$ cat src/l2_cfg_pkg.sv
// geometry of the L2 cache storage and the vector types sized from it
// shared by every design file through scoped names
`default_nettype none

package l2_cfg_pkg;

    // ways per set and the width of a way index
    localparam int L2_WAYS     = 4;
    localparam int L2_WAY_BITS = 2;

    // set index width and the set count it gives
    localparam int L2_SET_BITS = 4;
    localparam int L2_SETS     = 1 << L2_SET_BITS;

    localparam int L2_TAG_BITS  = 12;
    localparam int L2_LINE_BITS = 64;

    // set index into every per-set array
    typedef logic [L2_SET_BITS-1:0] l2_set_t;

    // way index, also the format of the stored evict way
    typedef logic [L2_WAY_BITS-1:0] l2_way_t;

    typedef logic [L2_TAG_BITS-1:0] l2_tag_t;

    // one full data line
    typedef logic [L2_LINE_BITS-1:0] line_t;

endpackage

`default_nettype wire

$ cat src/l2_coh_pkg.sv
// coherence-side field types and state codes held by the L2 storage
`default_nettype none

package l2_coh_pkg;

    localparam int STATE_BITS = 3;

    typedef logic [STATE_BITS-1:0] state_t;

    // single hprot bit kept per line
    typedef logic hprot_t;

    // named codes, stored as plain values by the arrays
    localparam state_t ST_INVALID   = 3'd0;
    localparam state_t ST_SHARED    = 3'd1;
    localparam state_t ST_EXCLUSIVE = 3'd2;
    localparam state_t ST_MODIFIED  = 3'd3;

endpackage

`default_nettype wire

$ cat src/l2_way_wr_if.sv
// write port of one way: address, field data and per-field enables
// driven by the write decoder, taken by one way store
`default_nettype none

interface l2_way_wr_if;

    l2_cfg_pkg::l2_set_t set;
    l2_cfg_pkg::line_t   line;
    l2_cfg_pkg::l2_tag_t tag;
    l2_coh_pkg::hprot_t  hprot;
    l2_coh_pkg::state_t  state;

    logic we_line;
    // also writes hprot
    logic we_tag;
    logic we_state;

    modport wr (
        output set, line, tag, hprot, state,
        output we_line, we_tag, we_state
    );

    modport store (
        input set, line, tag, hprot, state,
        input we_line, we_tag, we_state
    );

endinterface

`default_nettype wire

$ cat src/l2_way_store.sv
// line, tag, hprot and state arrays of one way
// each field has its own write enable, reads return the set one cycle after rd_en
`default_nettype none

module l2_way_store (
    input  wire logic                clk,
    input  wire logic                wr_rst,
    input  wire logic                rd_en,
    l2_way_wr_if.store               wr,
    output l2_cfg_pkg::line_t        rd_line,
    output l2_cfg_pkg::l2_tag_t      rd_tag,
    output l2_coh_pkg::hprot_t       rd_hprot,
    output l2_coh_pkg::state_t       rd_state
);

    l2_cfg_pkg::line_t   line_mem  [l2_cfg_pkg::L2_SETS];
    l2_cfg_pkg::l2_tag_t tag_mem   [l2_cfg_pkg::L2_SETS];
    l2_coh_pkg::hprot_t  hprot_mem [l2_cfg_pkg::L2_SETS];
    l2_coh_pkg::state_t  state_mem [l2_cfg_pkg::L2_SETS];

    always_ff @(posedge clk) begin
        if (wr.we_line) begin
            line_mem[wr.set] <= wr.line;
        end
    end

    // hprot travels with the tag
    always_ff @(posedge clk) begin
        if (wr.we_tag) begin
            tag_mem[wr.set]   <= wr.tag;
            hprot_mem[wr.set] <= wr.hprot;
        end
    end

    always_ff @(posedge clk) begin
        if (wr.we_state) begin
            state_mem[wr.set] <= wr.state;
        end
    end

    // read-first: a write on the same edge shows up only on the next read
    always_ff @(posedge clk) begin
        if (wr_rst) begin
            rd_line  <= '0;
            rd_tag   <= '0;
            rd_hprot <= '0;
            rd_state <= '0;
        end else if (rd_en) begin
            rd_line  <= line_mem[wr.set];
            rd_tag   <= tag_mem[wr.set];
            rd_hprot <= hprot_mem[wr.set];
            rd_state <= state_mem[wr.set];
        end
    end

endmodule

`default_nettype wire

$ cat src/flat_wrapper.sv
// flat-port wrapper written by rule: the top's interface ports become plain ports
module l2_way_store_flat 
  (clk, wr_rst, rd_en, rd_line, rd_tag, rd_hprot, rd_state, wr_set, wr_line, wr_tag, wr_hprot, wr_state, wr_we_line, wr_we_tag, wr_we_state);
  l2_way_wr_if wr_i ();
  input  wire logic clk;
  input  wire logic wr_rst;
  input  wire logic rd_en;
  output l2_cfg_pkg::line_t rd_line;
  output l2_cfg_pkg::l2_tag_t rd_tag;
  output l2_coh_pkg::hprot_t rd_hprot;
  output l2_coh_pkg::state_t rd_state;
  input wire logic [$bits(wr_i.set)-1:0] wr_set;
  input wire logic [$bits(wr_i.line)-1:0] wr_line;
  input wire logic [$bits(wr_i.tag)-1:0] wr_tag;
  input wire logic [$bits(wr_i.hprot)-1:0] wr_hprot;
  input wire logic [$bits(wr_i.state)-1:0] wr_state;
  input wire logic [$bits(wr_i.we_line)-1:0] wr_we_line;
  input wire logic [$bits(wr_i.we_tag)-1:0] wr_we_tag;
  input wire logic [$bits(wr_i.we_state)-1:0] wr_we_state;
  assign wr_i.set = wr_set;
  assign wr_i.line = wr_line;
  assign wr_i.tag = wr_tag;
  assign wr_i.hprot = wr_hprot;
  assign wr_i.state = wr_state;
  assign wr_i.we_line = wr_we_line;
  assign wr_i.we_tag = wr_we_tag;
  assign wr_i.we_state = wr_we_state;
  l2_way_store u_core (.clk(clk), .wr_rst(wr_rst), .rd_en(rd_en), .wr(wr_i), .rd_line(rd_line), .rd_tag(rd_tag), .rd_hprot(rd_hprot), .rd_state(rd_state));
endmodule
$ cat config.mk
export PLATFORM = sky130hd
export DESIGN_NAME = l2_way_store_flat
export DESIGN_NICKNAME = d
export VERILOG_FILES = /design/src/l2_cfg_pkg.sv /design/src/l2_coh_pkg.sv /design/src/l2_way_wr_if.sv /design/src/l2_way_store.sv /design/src/flat_wrapper.sv
export SDC_FILE = /design/constraint.sdc
export NUM_CORES = 1
export LEC_CHECK = 0
export ABC_CLOCK_PERIOD_IN_PS = 8750
export BUFFER_PORTS_ARGS = -buffer_cell sky130_fd_sc_hd__buf_2
export CAP_MARGIN = 20
export CORE_MARGIN = 2
export CORE_UTILIZATION = 46
export CTS_CLUSTER_SIZE = 20
export DETAILED_ROUTE_END_ITERATION = 12
export GPL_TIMING_DRIVEN = 0
export SYNTH_ARGS = -nofsm -noshare
export SYNTH_HDL_FRONTEND = slang
export SYNTH_SLANG_ARGS = --single-unit
export TNS_END_PERCENT = 30
$ cat constraint.sdc
create_clock -name clk -period 8.75 [get_ports clk]
set_clock_uncertainty 0.15 [all_clocks]
set_input_delay 0.875 -clock clk [delete_from_list [all_inputs] [get_ports clk]]
set_output_delay 0.875 -clock clk [all_outputs]
set_load 0.01 [all_outputs]
==> flow_summary.toml <==
[outcome]
status = "finished clean"

[clock_network]
clock_path_buffers = 3
cts-hold-fix-buffers = 0
clock_sinks = 1360
path_clk_slew_ns = 0.05
h-tree-depth = 4
cts_tree = "yes"
cts_made_buffers = 141
cts_setup_buffers = 0
clk_latency_ns = 0.75
ctsResizeCount = 0
root_buffer = "clkbuf_16"

[cells_and_area]
drive_gt1_share_pct = 19.48
layout_common_cells = "1280 x edfxtp_1, 480 x mux2i_1, 205 x buf_2"
area_growth_syn_to_layout_pct = 17.09
nFillCells = 8668
fin_cells = 4779
layout_commonest_cell = "edfxtp_1"
final_net_count = 3257

[pwr]
seqPwrFrac_pct = 52.1
power_switching_share_pct = 21.54
p_per_area_mw_per_mm2 = 233.1
leakagePower_uw = 0.02069
pwr-share-comb_pct = 5.6
clock_power_share_pct = 42.4
finalPower_uw = 14060
switchingPower_uw = 3029
p_int_uw = 11030
vdd_drop_max_mv = 0.1590

[yosys]
yosys.area.top_type_share_pct = 74.60
synth_area_leaders = "edfxtp_1 75%, mux2i_1 9.3%, mux4_2 3.5%"
synth.area.mux_share_pct = 12.82
synth_top_family_by_area = "multiplexers"
synth_flop_cell = "edfxtp_1"
netlist_area_sq_mm = 0.05153
synth_cells = 2789
synth.net_count = 2879
synth_xor_area_share_pct = 0
synth_seq_cells = 1360
yosysTopAreaCell = "edfxtp_1"
synth_cell_types = 27
synth-seq-area-share_pct = 77.71
async_reset_ff_share_pct = 0
synth_compound_gate_area_share_pct = 4.963
avgSynthCellArea_sq_um = 18.47
synth_warnings = 0
synth_edf_count = 1280
synth_simple_gate_area_share_pct = 2.700
synth-adder-area-share_pct = 0

[detailed_routing]
post_drt_wl_per_cell_um = 29.23
ant_nets = 0
drc = 0
drt_iter0_markers = 3339
vias = 28050
routed_via_density = 5.869
firstDrtPassIters = 6
totalWireLength_um = 139700

[die]
core.rowCount = 122
fp.dieArea_sq_mm = 0.1147
coreArea_sq_mm = 0.1108
io_pins = 170
dieHeight_um = 338.7
initial_utilization_pct = 46.49
die_w_um = 338.7

[global_routing]
grt_antenna_before_repair = 19
grt.total_usage_pct = 24.07
grt_pass1_wl_um = 197100
grt_max_degree = 24
overflow = 0
grt_pass1_vias = 28140

[sta]
min_period_over_period_pct = 51.56
setup_ws_ns = 4.238
grt_setup_unrepaired = "false"
worstMarginPinSlew_ns = 1.072
max_slew_margin_pct = 28.56
finalHoldViolCount = 0
whs_ns = 0.3348
period_minus_slack_ns = 4.512
setup_violations = 0
max_freq_ghz = 0.2216
slew_violations = 0

[hold_path]
hp-class = "reg -> reg"

[place]
dp_cells = 4512
dp_hpwl_um = 90940
gp_congestion = 0.8100
numPortBuffers = 165
pre_cts_ws_ns = 3.515

[setup_path]
cp.arrival_ns = 4.79
critical_path_class = "in -> reg"
worstSetupEndpointType = "register"
path_max_fanout = 19
required_ns = 9.02
cp-start-kind = "primary input"

[job]
drv_cap = 0
==> cell usage after synthesis (21+ instances only) <==
cell / number
a221oi_1: 31
a2bb2oi_1: 49
a311oi_1: 80
buf_2: 40
buf_4: 41
clkbuf_1: 75
dfxtp_1: 80
edfxtp_1: 1280
mux2i_1: 480
mux4_2: 80
nand2_1: 66
nand3_1: 50
nor2_1: 206
o21ai_0: 21
o22ai_1: 160
==> layout make-up <==
cell class | count | area [sq um] | share of cell area (%)
clock inverters | 66 | 710.7 | 1.178
plain buffers | 178 | 932.1 | 1.545
diodes | 6 | 15.01 | 0.02489
repair buffers | 235 | 2118 | 3.511
well taps | 1488 | 1862 | 3.086
multi-input cells | 1251 | 10720 | 17.76
clock buffers | 195 | 3938 | 6.527
flip-flops and latches | 1360 | 40040 | 66.37
==> routing by layer <==
layer	global-route usage [%]	vias up	share of wire, %
met5	0	-	0.090
met4	8.176	20	3.1
met3	4.369	257	7.9
met2	39.39	1241	48
met1	32.64	14500	41
li1	-	12030	-
==> worst max-delay path, stage by stage <==
cell	delay (ns)
buf_2	0.16
buf_2	0.21
clkbuf_1	0.82
buf_1	0.78
nand2_1	0.28
clkbuf_1	0.43
nor2_4	0.67
buf_12	0.27
buf_12	0.22
==> power groups by stage <==
stage / sequential (uW) / combinational, uW / clock (uW)
2_1_floorplan: 7460 / 405 / 0
3_3_place_gp: 7470 / 731 / 0
3_5_place_dp: 7460 / 783 / 0
4_1_cts: 7330 / 785 / 6040
5_1_grt: 7330 / 833 / 6290
6_report: 7330 / 782 / 5960
==> logic make-up (layout without fill, tap and decap cells) <==
group                  after synthesis  after routing
DFF                               1360           1360
muxes                              560            560
other                                0              6
buffers and inverters              178            674
and+or+nand+nor                    340            340
AOI/OAI and AO/OA                  351            351
==> state kept, by name, indices dropped and copies added, names as in the netlist <==
register / flops
u_core.rd_hprot: 1
u_core.tag_mem: 192
u_core.rd_tag: 12
u_core.line_mem: 1024
u_core.state_mem: 48
u_core.rd_state: 3
u_core.hprot_mem: 16
u_core.rd_line: 64
==> path summary, 6_finish.rpt <==
path	slack (ns)	end	start	cells after the start
hold / removal	0.33	u_core.rd_tag[6]	u_core.rd_tag[6]	2
setup reg to reg	7.06	u_core.rd_line[57]	u_core.line_mem[8][57]	3
hold reg to reg	0.33	u_core.rd_tag[6]	u_core.rd_tag[6]	2
setup / recovery	4.24	u_core.line_mem[15][37]	wr_set[2]	9
==> metrics by stage <==
| stage | cell area (sq um) | util, % | TNS [ns] |
|---|---|---|---|
| after floorplan | 51530 | - | 0 |
| after global placement | 54210 | 48.92 | -1144.88 |
| after detailed placement | 55670 | 50.23 | 0 |
| after CTS | 60310 | 54.42 | 0 |
| after global routing | 60310 | 54.42 | 0 |
| final | 60330 | 54.44 | 0 |
(Power assumes the default switching activity.)
