===== config.mk =====
export PLATFORM = sky130hd
export DESIGN_NAME = l2_evict_store
export DESIGN_NICKNAME = d
export VERILOG_FILES = /design/src/l2_cfg_pkg.sv /design/src/l2_evict_store.sv
export SDC_FILE = /design/constraint.sdc
export NUM_CORES = 1
export LEC_CHECK = 0
export BUFFER_PORTS_ARGS = -buffer_cell sky130_fd_sc_hd__buf_4
export CAP_MARGIN = 20
export CORE_MARGIN = 4
export CORE_UTILIZATION = 51
export CTS_CLUSTER_SIZE = 25
export DETAILED_ROUTE_END_ITERATION = 8
export PLACE_DENSITY = 0.8
export SYNTH_ARGS = -nofsm -noshare
export SYNTH_HDL_FRONTEND = slang
export SYNTH_SLANG_ARGS = --single-unit

===== constraint.sdc =====
create_clock -name clk -period 1.35 [get_ports clk]
set_input_delay 0.0675 -clock clk [delete_from_list [all_inputs] [get_ports clk]]
set_output_delay 0.0675 -clock clk [all_outputs]
set_load 0.02 [all_outputs]

===== src/l2_cfg_pkg.sv =====
// geometry of the L2 cache storage and the vector types sized from it
// shared by every design file through scoped names
`default_nettype none

package l2_cfg_pkg;

    // ways per set and the width of a way index
    localparam int L2_WAYS     = 4;
    localparam int L2_WAY_BITS = 2;

    // set index width and the set count it gives
    localparam int L2_SET_BITS = 4;
    localparam int L2_SETS     = 1 << L2_SET_BITS;

    localparam int L2_TAG_BITS  = 12;
    localparam int L2_LINE_BITS = 64;

    // set index into every per-set array
    typedef logic [L2_SET_BITS-1:0] l2_set_t;

    // way index, also the format of the stored evict way
    typedef logic [L2_WAY_BITS-1:0] l2_way_t;

    typedef logic [L2_TAG_BITS-1:0] l2_tag_t;

    // one full data line
    typedef logic [L2_LINE_BITS-1:0] line_t;

endpackage

`default_nettype wire


===== src/l2_evict_store.sv =====
// per-set record of the way to evict next, registered read-first port
`default_nettype none

module l2_evict_store (
    input  wire logic                clk,
    input  wire logic                wr_rst,
    input  wire logic                rd_en,
    input  wire logic                wr_en_evict_way,
    input  wire l2_cfg_pkg::l2_set_t set_in,
    input  wire l2_cfg_pkg::l2_way_t wr_data_evict_way,
    output l2_cfg_pkg::l2_way_t      rd_data_evict_way
);

    l2_cfg_pkg::l2_way_t evict_mem [l2_cfg_pkg::L2_SETS];

    always_ff @(posedge clk) begin
        if (wr_en_evict_way) begin
            evict_mem[set_in] <= wr_data_evict_way;
        end
    end

    // output holds between reads
    always_ff @(posedge clk) begin
        if (wr_rst) begin
            rd_data_evict_way <= '0;
        end else if (rd_en) begin
            rd_data_evict_way <= evict_mem[set_in];
        end
    end

endmodule

`default_nettype wire


==> impl_metrics.json, run 1 <==
{
  "status": "finished with violations",
  "violations": "negative setup slack",
  "critPathTopFamily": "multiplexers",
  "antenna_left": 0,
  "placed_cell_area_sq_mm": 0.00155,
  "wl_per_cell_um": 17.5,
  "syn_to_final_growth_pct": 16.0,
  "max_slew_margin_pct": 78.8,
  "multi_input_area_sq_um": 403,
  "finalInstanceArea_sq_mm": 0.00165,
  "worst_slack_ns": -0.0410,
  "slowest_delay_ns": 0.54,
  "clkLatencyLatePin_ns": 0.34,
  "clk_pin_slew_ns": 0.11,
  "crit_required_ns": 1.57,
  "wl_mm": 2.46,
  "ctsHtreeMaxLevel": 2,
  "fillers": 202,
  "grt_use_total_pct": 15.9,
  "dp_hpwl_mm": 1.78,
  "die_h_um": 60.8,
  "yosysSeqAreaShare_pct": 70.3,
  "syn_avg_cell_area_sq_um": 16.0,
  "fin_cells": 140,
  "finalSetupViolations": 2,
  "finalCritPeriodShare_pct": 103,
  "ir_drop_uv": 825,
  "synth_top_area_cell": "edfxtp_1",
  "grt_max_degree": 17,
  "start_util_pct": 55.5,
  "ys_types": 20,
  "first_pass_iters": 4,
  "boundaryPins": 12,
  "worstPathCellList": "mux4_1, a211oi_2, a2111oi_2",
  "antenna_found_initial": 0,
  "period_minus_slack_ns": 1.39,
  "cp_max_fo": 1,
  "ys_async_sr_fraction_pct": 0,
  "syn-instance-count": 89,
  "synth_edf_count": 32,
  "grt_pass1_wl_mm": 4.01,
  "dieArea_sq_mm": 0.00370,
  "cts_buffers": 5,
  "hold_viol": 0,
  "place_inst": 130,
  "worstHoldStart": "wr_data_evict_way[1]",
  "floorplan.rows": 18,
  "final_nets": 119,
  "cts_sinks": 34,
  "ctsRootBufferMaster": "clkbuf_4",
  "p_per_area_mw_per_mm2": 1250,
  "synth-seq-cells": 34,
  "rsz0062_at_grt": "yes",
  "cap_violations": 0,
  "chipWidth_um": 60.8,
  "diodes": 0,
  "via_count": 826,
  "cp.arrival_ns": 1.61,
  "p_leak_nw": 0.573,
  "slew_violations": 0,
  "layout-drive-gt1-share_pct": 27.3,
  "gp_congestion": 0.757,
  "synth_nets": 99,
  "slowest_stage": "mux4_1",
  "ys_warn_count": 0,
  "ys_top_cells_by_area": "edfxtp_1, mux2i_1, nor2_1, mux4_1, mux4_2",
  "portBuffers": 11,
  "cp-start-kind": "flip-flop",
  "synthTopCellsByCount": "edfxtp_1, nor2_1, mux2i_1",
  "critPathBufInv": 0,
  "synth_top_area_share_pct": 67.5,
  "r2r_start": "evict_mem[3][1]",
  "fmaxAchievable_ghz": 0.719,
  "cts_tree": "done",
  "clockBufferDepth": 2,
  "worstSetupPathType": "reg2reg",
  "seqCellArea_sq_mm": 0.00100,
  "core_sq_mm": 0.00257,
  "crit_path_end_kind": "flip-flop",
  "grt_pass1_vias": 880,
  "hold_ws_ns": 0.0372,
  "vias_per_cell": 5.90,
  "grt_overflow": 0,
  "synth.most_common_cell": "edfxtp_1",
  "clock_skew_ns": 0.0174,
  "drtIter0Drc": 41,
  "hp-class": "in2reg",
  "syn-cell-area_sq_mm": 0.00142,
  "ys.flop_type": "edfxtp_1",
  "startpoint": "evict_mem[3][1]",
  "worst_pin_slew_ns": 0.318,
  "drcViolationCount": 0
}
==> repair_timing <==
action,in CTS,in global routing
hold endpoints to repair,2,0
pin swaps,2,1
hold buffers,2,0
gates resized for setup,0,0
setup endpoints to repair,2,2
buffers inserted,0,0
==> cell type report <==
class,instances,area share [%]
multi-input combinational,51,24.4
clock buffer,5,2.27
clock inverter,3,2.42
sequential,34,60.6
timing repair buffer,17,8.03
tap,30,2.27
==> report_power, final <==
part           switching [mW]  internal [mW]
combinational          0.0916         0.0778
clock                   0.328          0.383
sequential            0.00740           1.18
==> per-stage QoR <==
stage                     TNS (ns)  setup slack, ns  utilization (%)  total power, mW
after floorplan                  0           0.0174                -             1.30
after global placement     -0.0845          -0.0452             60.5             1.37
after detailed placement    -0.147          -0.0791             60.5             1.37
after CTS                  -0.0963          -0.0580             64.3             2.08
after global routing        -0.195           -0.113             64.3             2.14
final                      -0.0610          -0.0410             64.3             2.06
==> cells by family after synthesis <==
kind of cell    count (synthesis)  synth area share (%)
buf+inv                         4                  2.11
mux                            12                  12.5
flops                          34                  70.3
compound gates                  8                  4.92
simple gates                   31                  10.2
==> routing by layer <==
metal	wire length (um)	global-route usage [%]	share of wire, %	vias to the layer above
li1	-	-	-	387
met4	63	7.12	2.6	0
met1	1050	19.7	43	403
met5	0	0	0	-
met3	156	6.60	6.4	8
met2	1190	24.6	48	28
==> path summary, 6_finish.rpt <==
kind | cells past startpoint | endpoint | slack, ns
setup / recovery | 3 | rd_data_evict_way[1] | -0.04
setup reg to reg | 3 | rd_data_evict_way[1] | -0.04
hold reg to reg | 2 | rd_data_evict_way[0] | 0.54
hold / removal | 1 | evict_mem[14][1] | 0.04
==> cell usage in the layout, fill, tap and decap left out, types with 2 or more instances in the layout <==
| master | count |
|---|---|
| edfxtp_1 | 32 |
| clkbuf_4 | 5 |
| nor3_1 | 2 |
| nand3b_1 | 2 |
| nor2b_1 | 2 |
| buf_4 | 15 |
| mux4_1 | 2 |
| a2111oi_2 | 2 |
| o22ai_1 | 4 |
| nor2_1 | 18 |
| nand2b_1 | 2 |
| clkinv_2 | 2 |
| a211oi_2 | 2 |
| mux2i_1 | 8 |
| dlygate4sd3_1 | 2 |
| dfxtp_1 | 2 |
| mux4_2 | 2 |
| nand2_1 | 2 |
==> registers in the layout, indices dropped and copies added (netlist names) <==
signal,count
evict_mem,32
rd_data_evict_way,2
(Power assumes the default switching activity.)
==> run 2, diff against run 1 <==
==> constraint.sdc (replaced) <==
create_clock -name clk -period 1.35 [get_ports clk]
set_input_delay 0.3375 -clock clk [delete_from_list [all_inputs] [get_ports clk]]
set_output_delay 0.3375 -clock clk [all_outputs]
set_load 0.02 [all_outputs]
==> run 2 against run 1 <==
Effect of this change:
- the flow still finishes with violations (negative setup slack)
- highest routed layer unchanged
- critical path depth rose by 1
- critical endpoint unchanged
- core utilization rose by 1.2 points
- first-iteration DRC count fell by 17%
- cell count rose by 2.9%
==> impl_metrics.json, run 2 (synthesis gave the netlist of run 1 again) <==
{
  "status": "finished with violations",
  "violations": "negative setup slack",
  "dp_hpwl_mm": 1.82,
  "ctsRootBufferMaster": "clkbuf_4",
  "max_slew_margin_pct": 80.8,
  "boundaryPins": 12,
  "vias_per_cell": 5.60,
  "grt_overflow": 0,
  "via_count": 806,
  "drtIter0Drc": 34,
  "crit_path_end_kind": "flip-flop",
  "grt_pass1_wl_mm": 4.06,
  "hold_viol": 0,
  "cap_violations": 0,
  "antenna_left": 0,
  "cp-start-kind": "flip-flop",
  "worstPathCellList": "mux4_2, nor2b_1, a211oi_2, a2111oi_2",
  "syn_to_final_growth_pct": 18.1,
  "gp_congestion": 0.766,
  "start_util_pct": 55.5,
  "ir_drop_uv": 886,
  "finalSetupViolations": 2,
  "worstSetupPathType": "reg2reg",
  "grt_max_degree": 17,
  "grt_pass1_vias": 893,
  "wl_mm": 2.48,
  "cts_sinks": 34,
  "place_inst": 136,
  "ctsHtreeMaxLevel": 2,
  "final_nets": 123,
  "drcViolationCount": 0,
  "clockBufferDepth": 2,
  "layout_commonest_cell": "edfxtp_1",
  "largestRegisters": "evict_mem x32, rd_data_evict_way x2",
  "floorplan.rows": 18,
  "met1Wirelength_mm": 1.11,
  "clkLatencyLatePin_ns": 0.33,
  "first_pass_iters": 4,
  "crit_required_ns": 1.56,
  "fin_cells": 144,
  "met3_length_um": 120,
  "fmaxAchievable_ghz": 0.720,
  "layout-drive-gt1-share_pct": 33.3,
  "slowest_delay_ns": 0.47,
  "grt_use_total_pct": 16.1,
  "core_sq_mm": 0.00257,
  "cp_max_fo": 1,
  "die_h_um": 60.8,
  "worst_pin_slew_ns": 0.286,
  "finalCritPeriodShare_pct": 103,
  "portBuffers": 11,
  "clock_skew_ns": 0.0116,
  "slowest_stage": "mux4_2",
  "clk_pin_slew_ns": 0.10,
  "cp.arrival_ns": 1.60,
  "antenna_found_initial": 0,
  "p_leak_nw": 0.578,
  "top_register": "evict_mem",
  "dr_wl_met2_mm": 1.19,
  "hold_buffers": 0,
  "slew_violations": 0,
  "hp-class": "in2reg",
  "dieArea_sq_mm": 0.00370,
  "largest_reg_flops": 32,
  "final_cell_mix": "edfxtp_1, buf_4, nor2_1",
  "rsz0062_at_grt": "yes",
  "period_minus_slack_ns": 1.39,
  "topRoutingLayerUsed": "met4",
  "finalPower_mw": 1.87,
  "p_per_area_mw_per_mm2": 1110,
  "diodes": 0,
  "chipWidth_um": 60.8,
  "wl_per_cell_um": 17.2,
  "cts_tree": "done",
  "worst_slack_ns": -0.0383,
  "cts_buffers": 5,
  "postCtsSetupRepairBufs": 0
}
run 2: cell types whose count changed in the layout (fill, tap and decap cells not counted):
| cell | previous run | this run |
|---|---|---|
| bufinv_16 | 1 | 0 |
| or3b_2 | 1 | 0 |
| nor2_4 | 0 | 4 |
| clkinv_2 | 2 | 1 |
| or3b_4 | 0 | 1 |
| nor2_1 | 18 | 14 |
| clkinv_1 | 0 | 1 |
| clkbuf_1 | 0 | 1 |
| dlygate4sd3_1 | 2 | 0 |
| buf_4 | 15 | 21 |
run 2: path summary, 6_finish.rpt:
path | slack, ns | startpoint | to | cells past startpoint
setup / recovery | -0.04 | evict_mem[9][1] | rd_data_evict_way[1] | 4
hold / removal | 0.18 | wr_rst | rd_data_evict_way[0] | 2
setup reg to reg | -0.04 | evict_mem[9][1] | rd_data_evict_way[1] | 4
hold reg to reg | 0.55 | rd_data_evict_way[0] | rd_data_evict_way[0] | 2
run 2: stage by stage:
step / setup TNS (ns) / worst slack, ns / util [%] / hold WS, ns / instance area (sq um)
final: -0.0681 / -0.0383 / 65.5 / 0.178 / 1680
after detailed placement: -1.57 / -0.204 / 63.5 / 0.529 / 1630
after global placement: -1.25 / -0.169 / 63.5 / 0.520 / 1630
after CTS: -0.0860 / -0.0556 / 65.5 / 0.174 / 1680
after global routing: -0.229 / -0.117 / 65.5 / 0.174 / 1680
after floorplan: -0.958 / -0.113 / - / 0.406 / 1480
run 2: timing repair:
item	CTS	global route
endpoints found under the hold margin	0	0
pin swaps	1	0
resized for setup	0	0
setup endpoints to repair	2	2
run 2: power by group:
part           internal (mW)  switching [mW]
combinational         0.0871          0.0993
clock                  0.195           0.303
sequential              1.18         0.00788
total                   1.46           0.410
run 2: worst max-delay path: cells and delay by family, from the launching register on:
kind | cells | cell delay [ns]
AO/OA/AOI/OAI | 2 | 0.27
multiplexers | 1 | 0.47
flip-flops | 1 | 0.39
AND/OR/NAND/NOR | 1 | 0.15
run 2: layer usage:
metal | track usage (%) | up-vias
met5 | 0 | -
met2 | 25.6 | 17
met4 | 6.50 | 0
met1 | 19.7 | 391
li1 | - | 391
met3 | 6.38 | 7
run 2: final cells by class:
class                      count  area, sq um
sequential                    34         1000
fill                         198          886
multi-input combinational     51          435
timing repair buffer          21          158
clock buffer                   6         41.3
tap                           30         37.5
clock inverter                 2         8.76
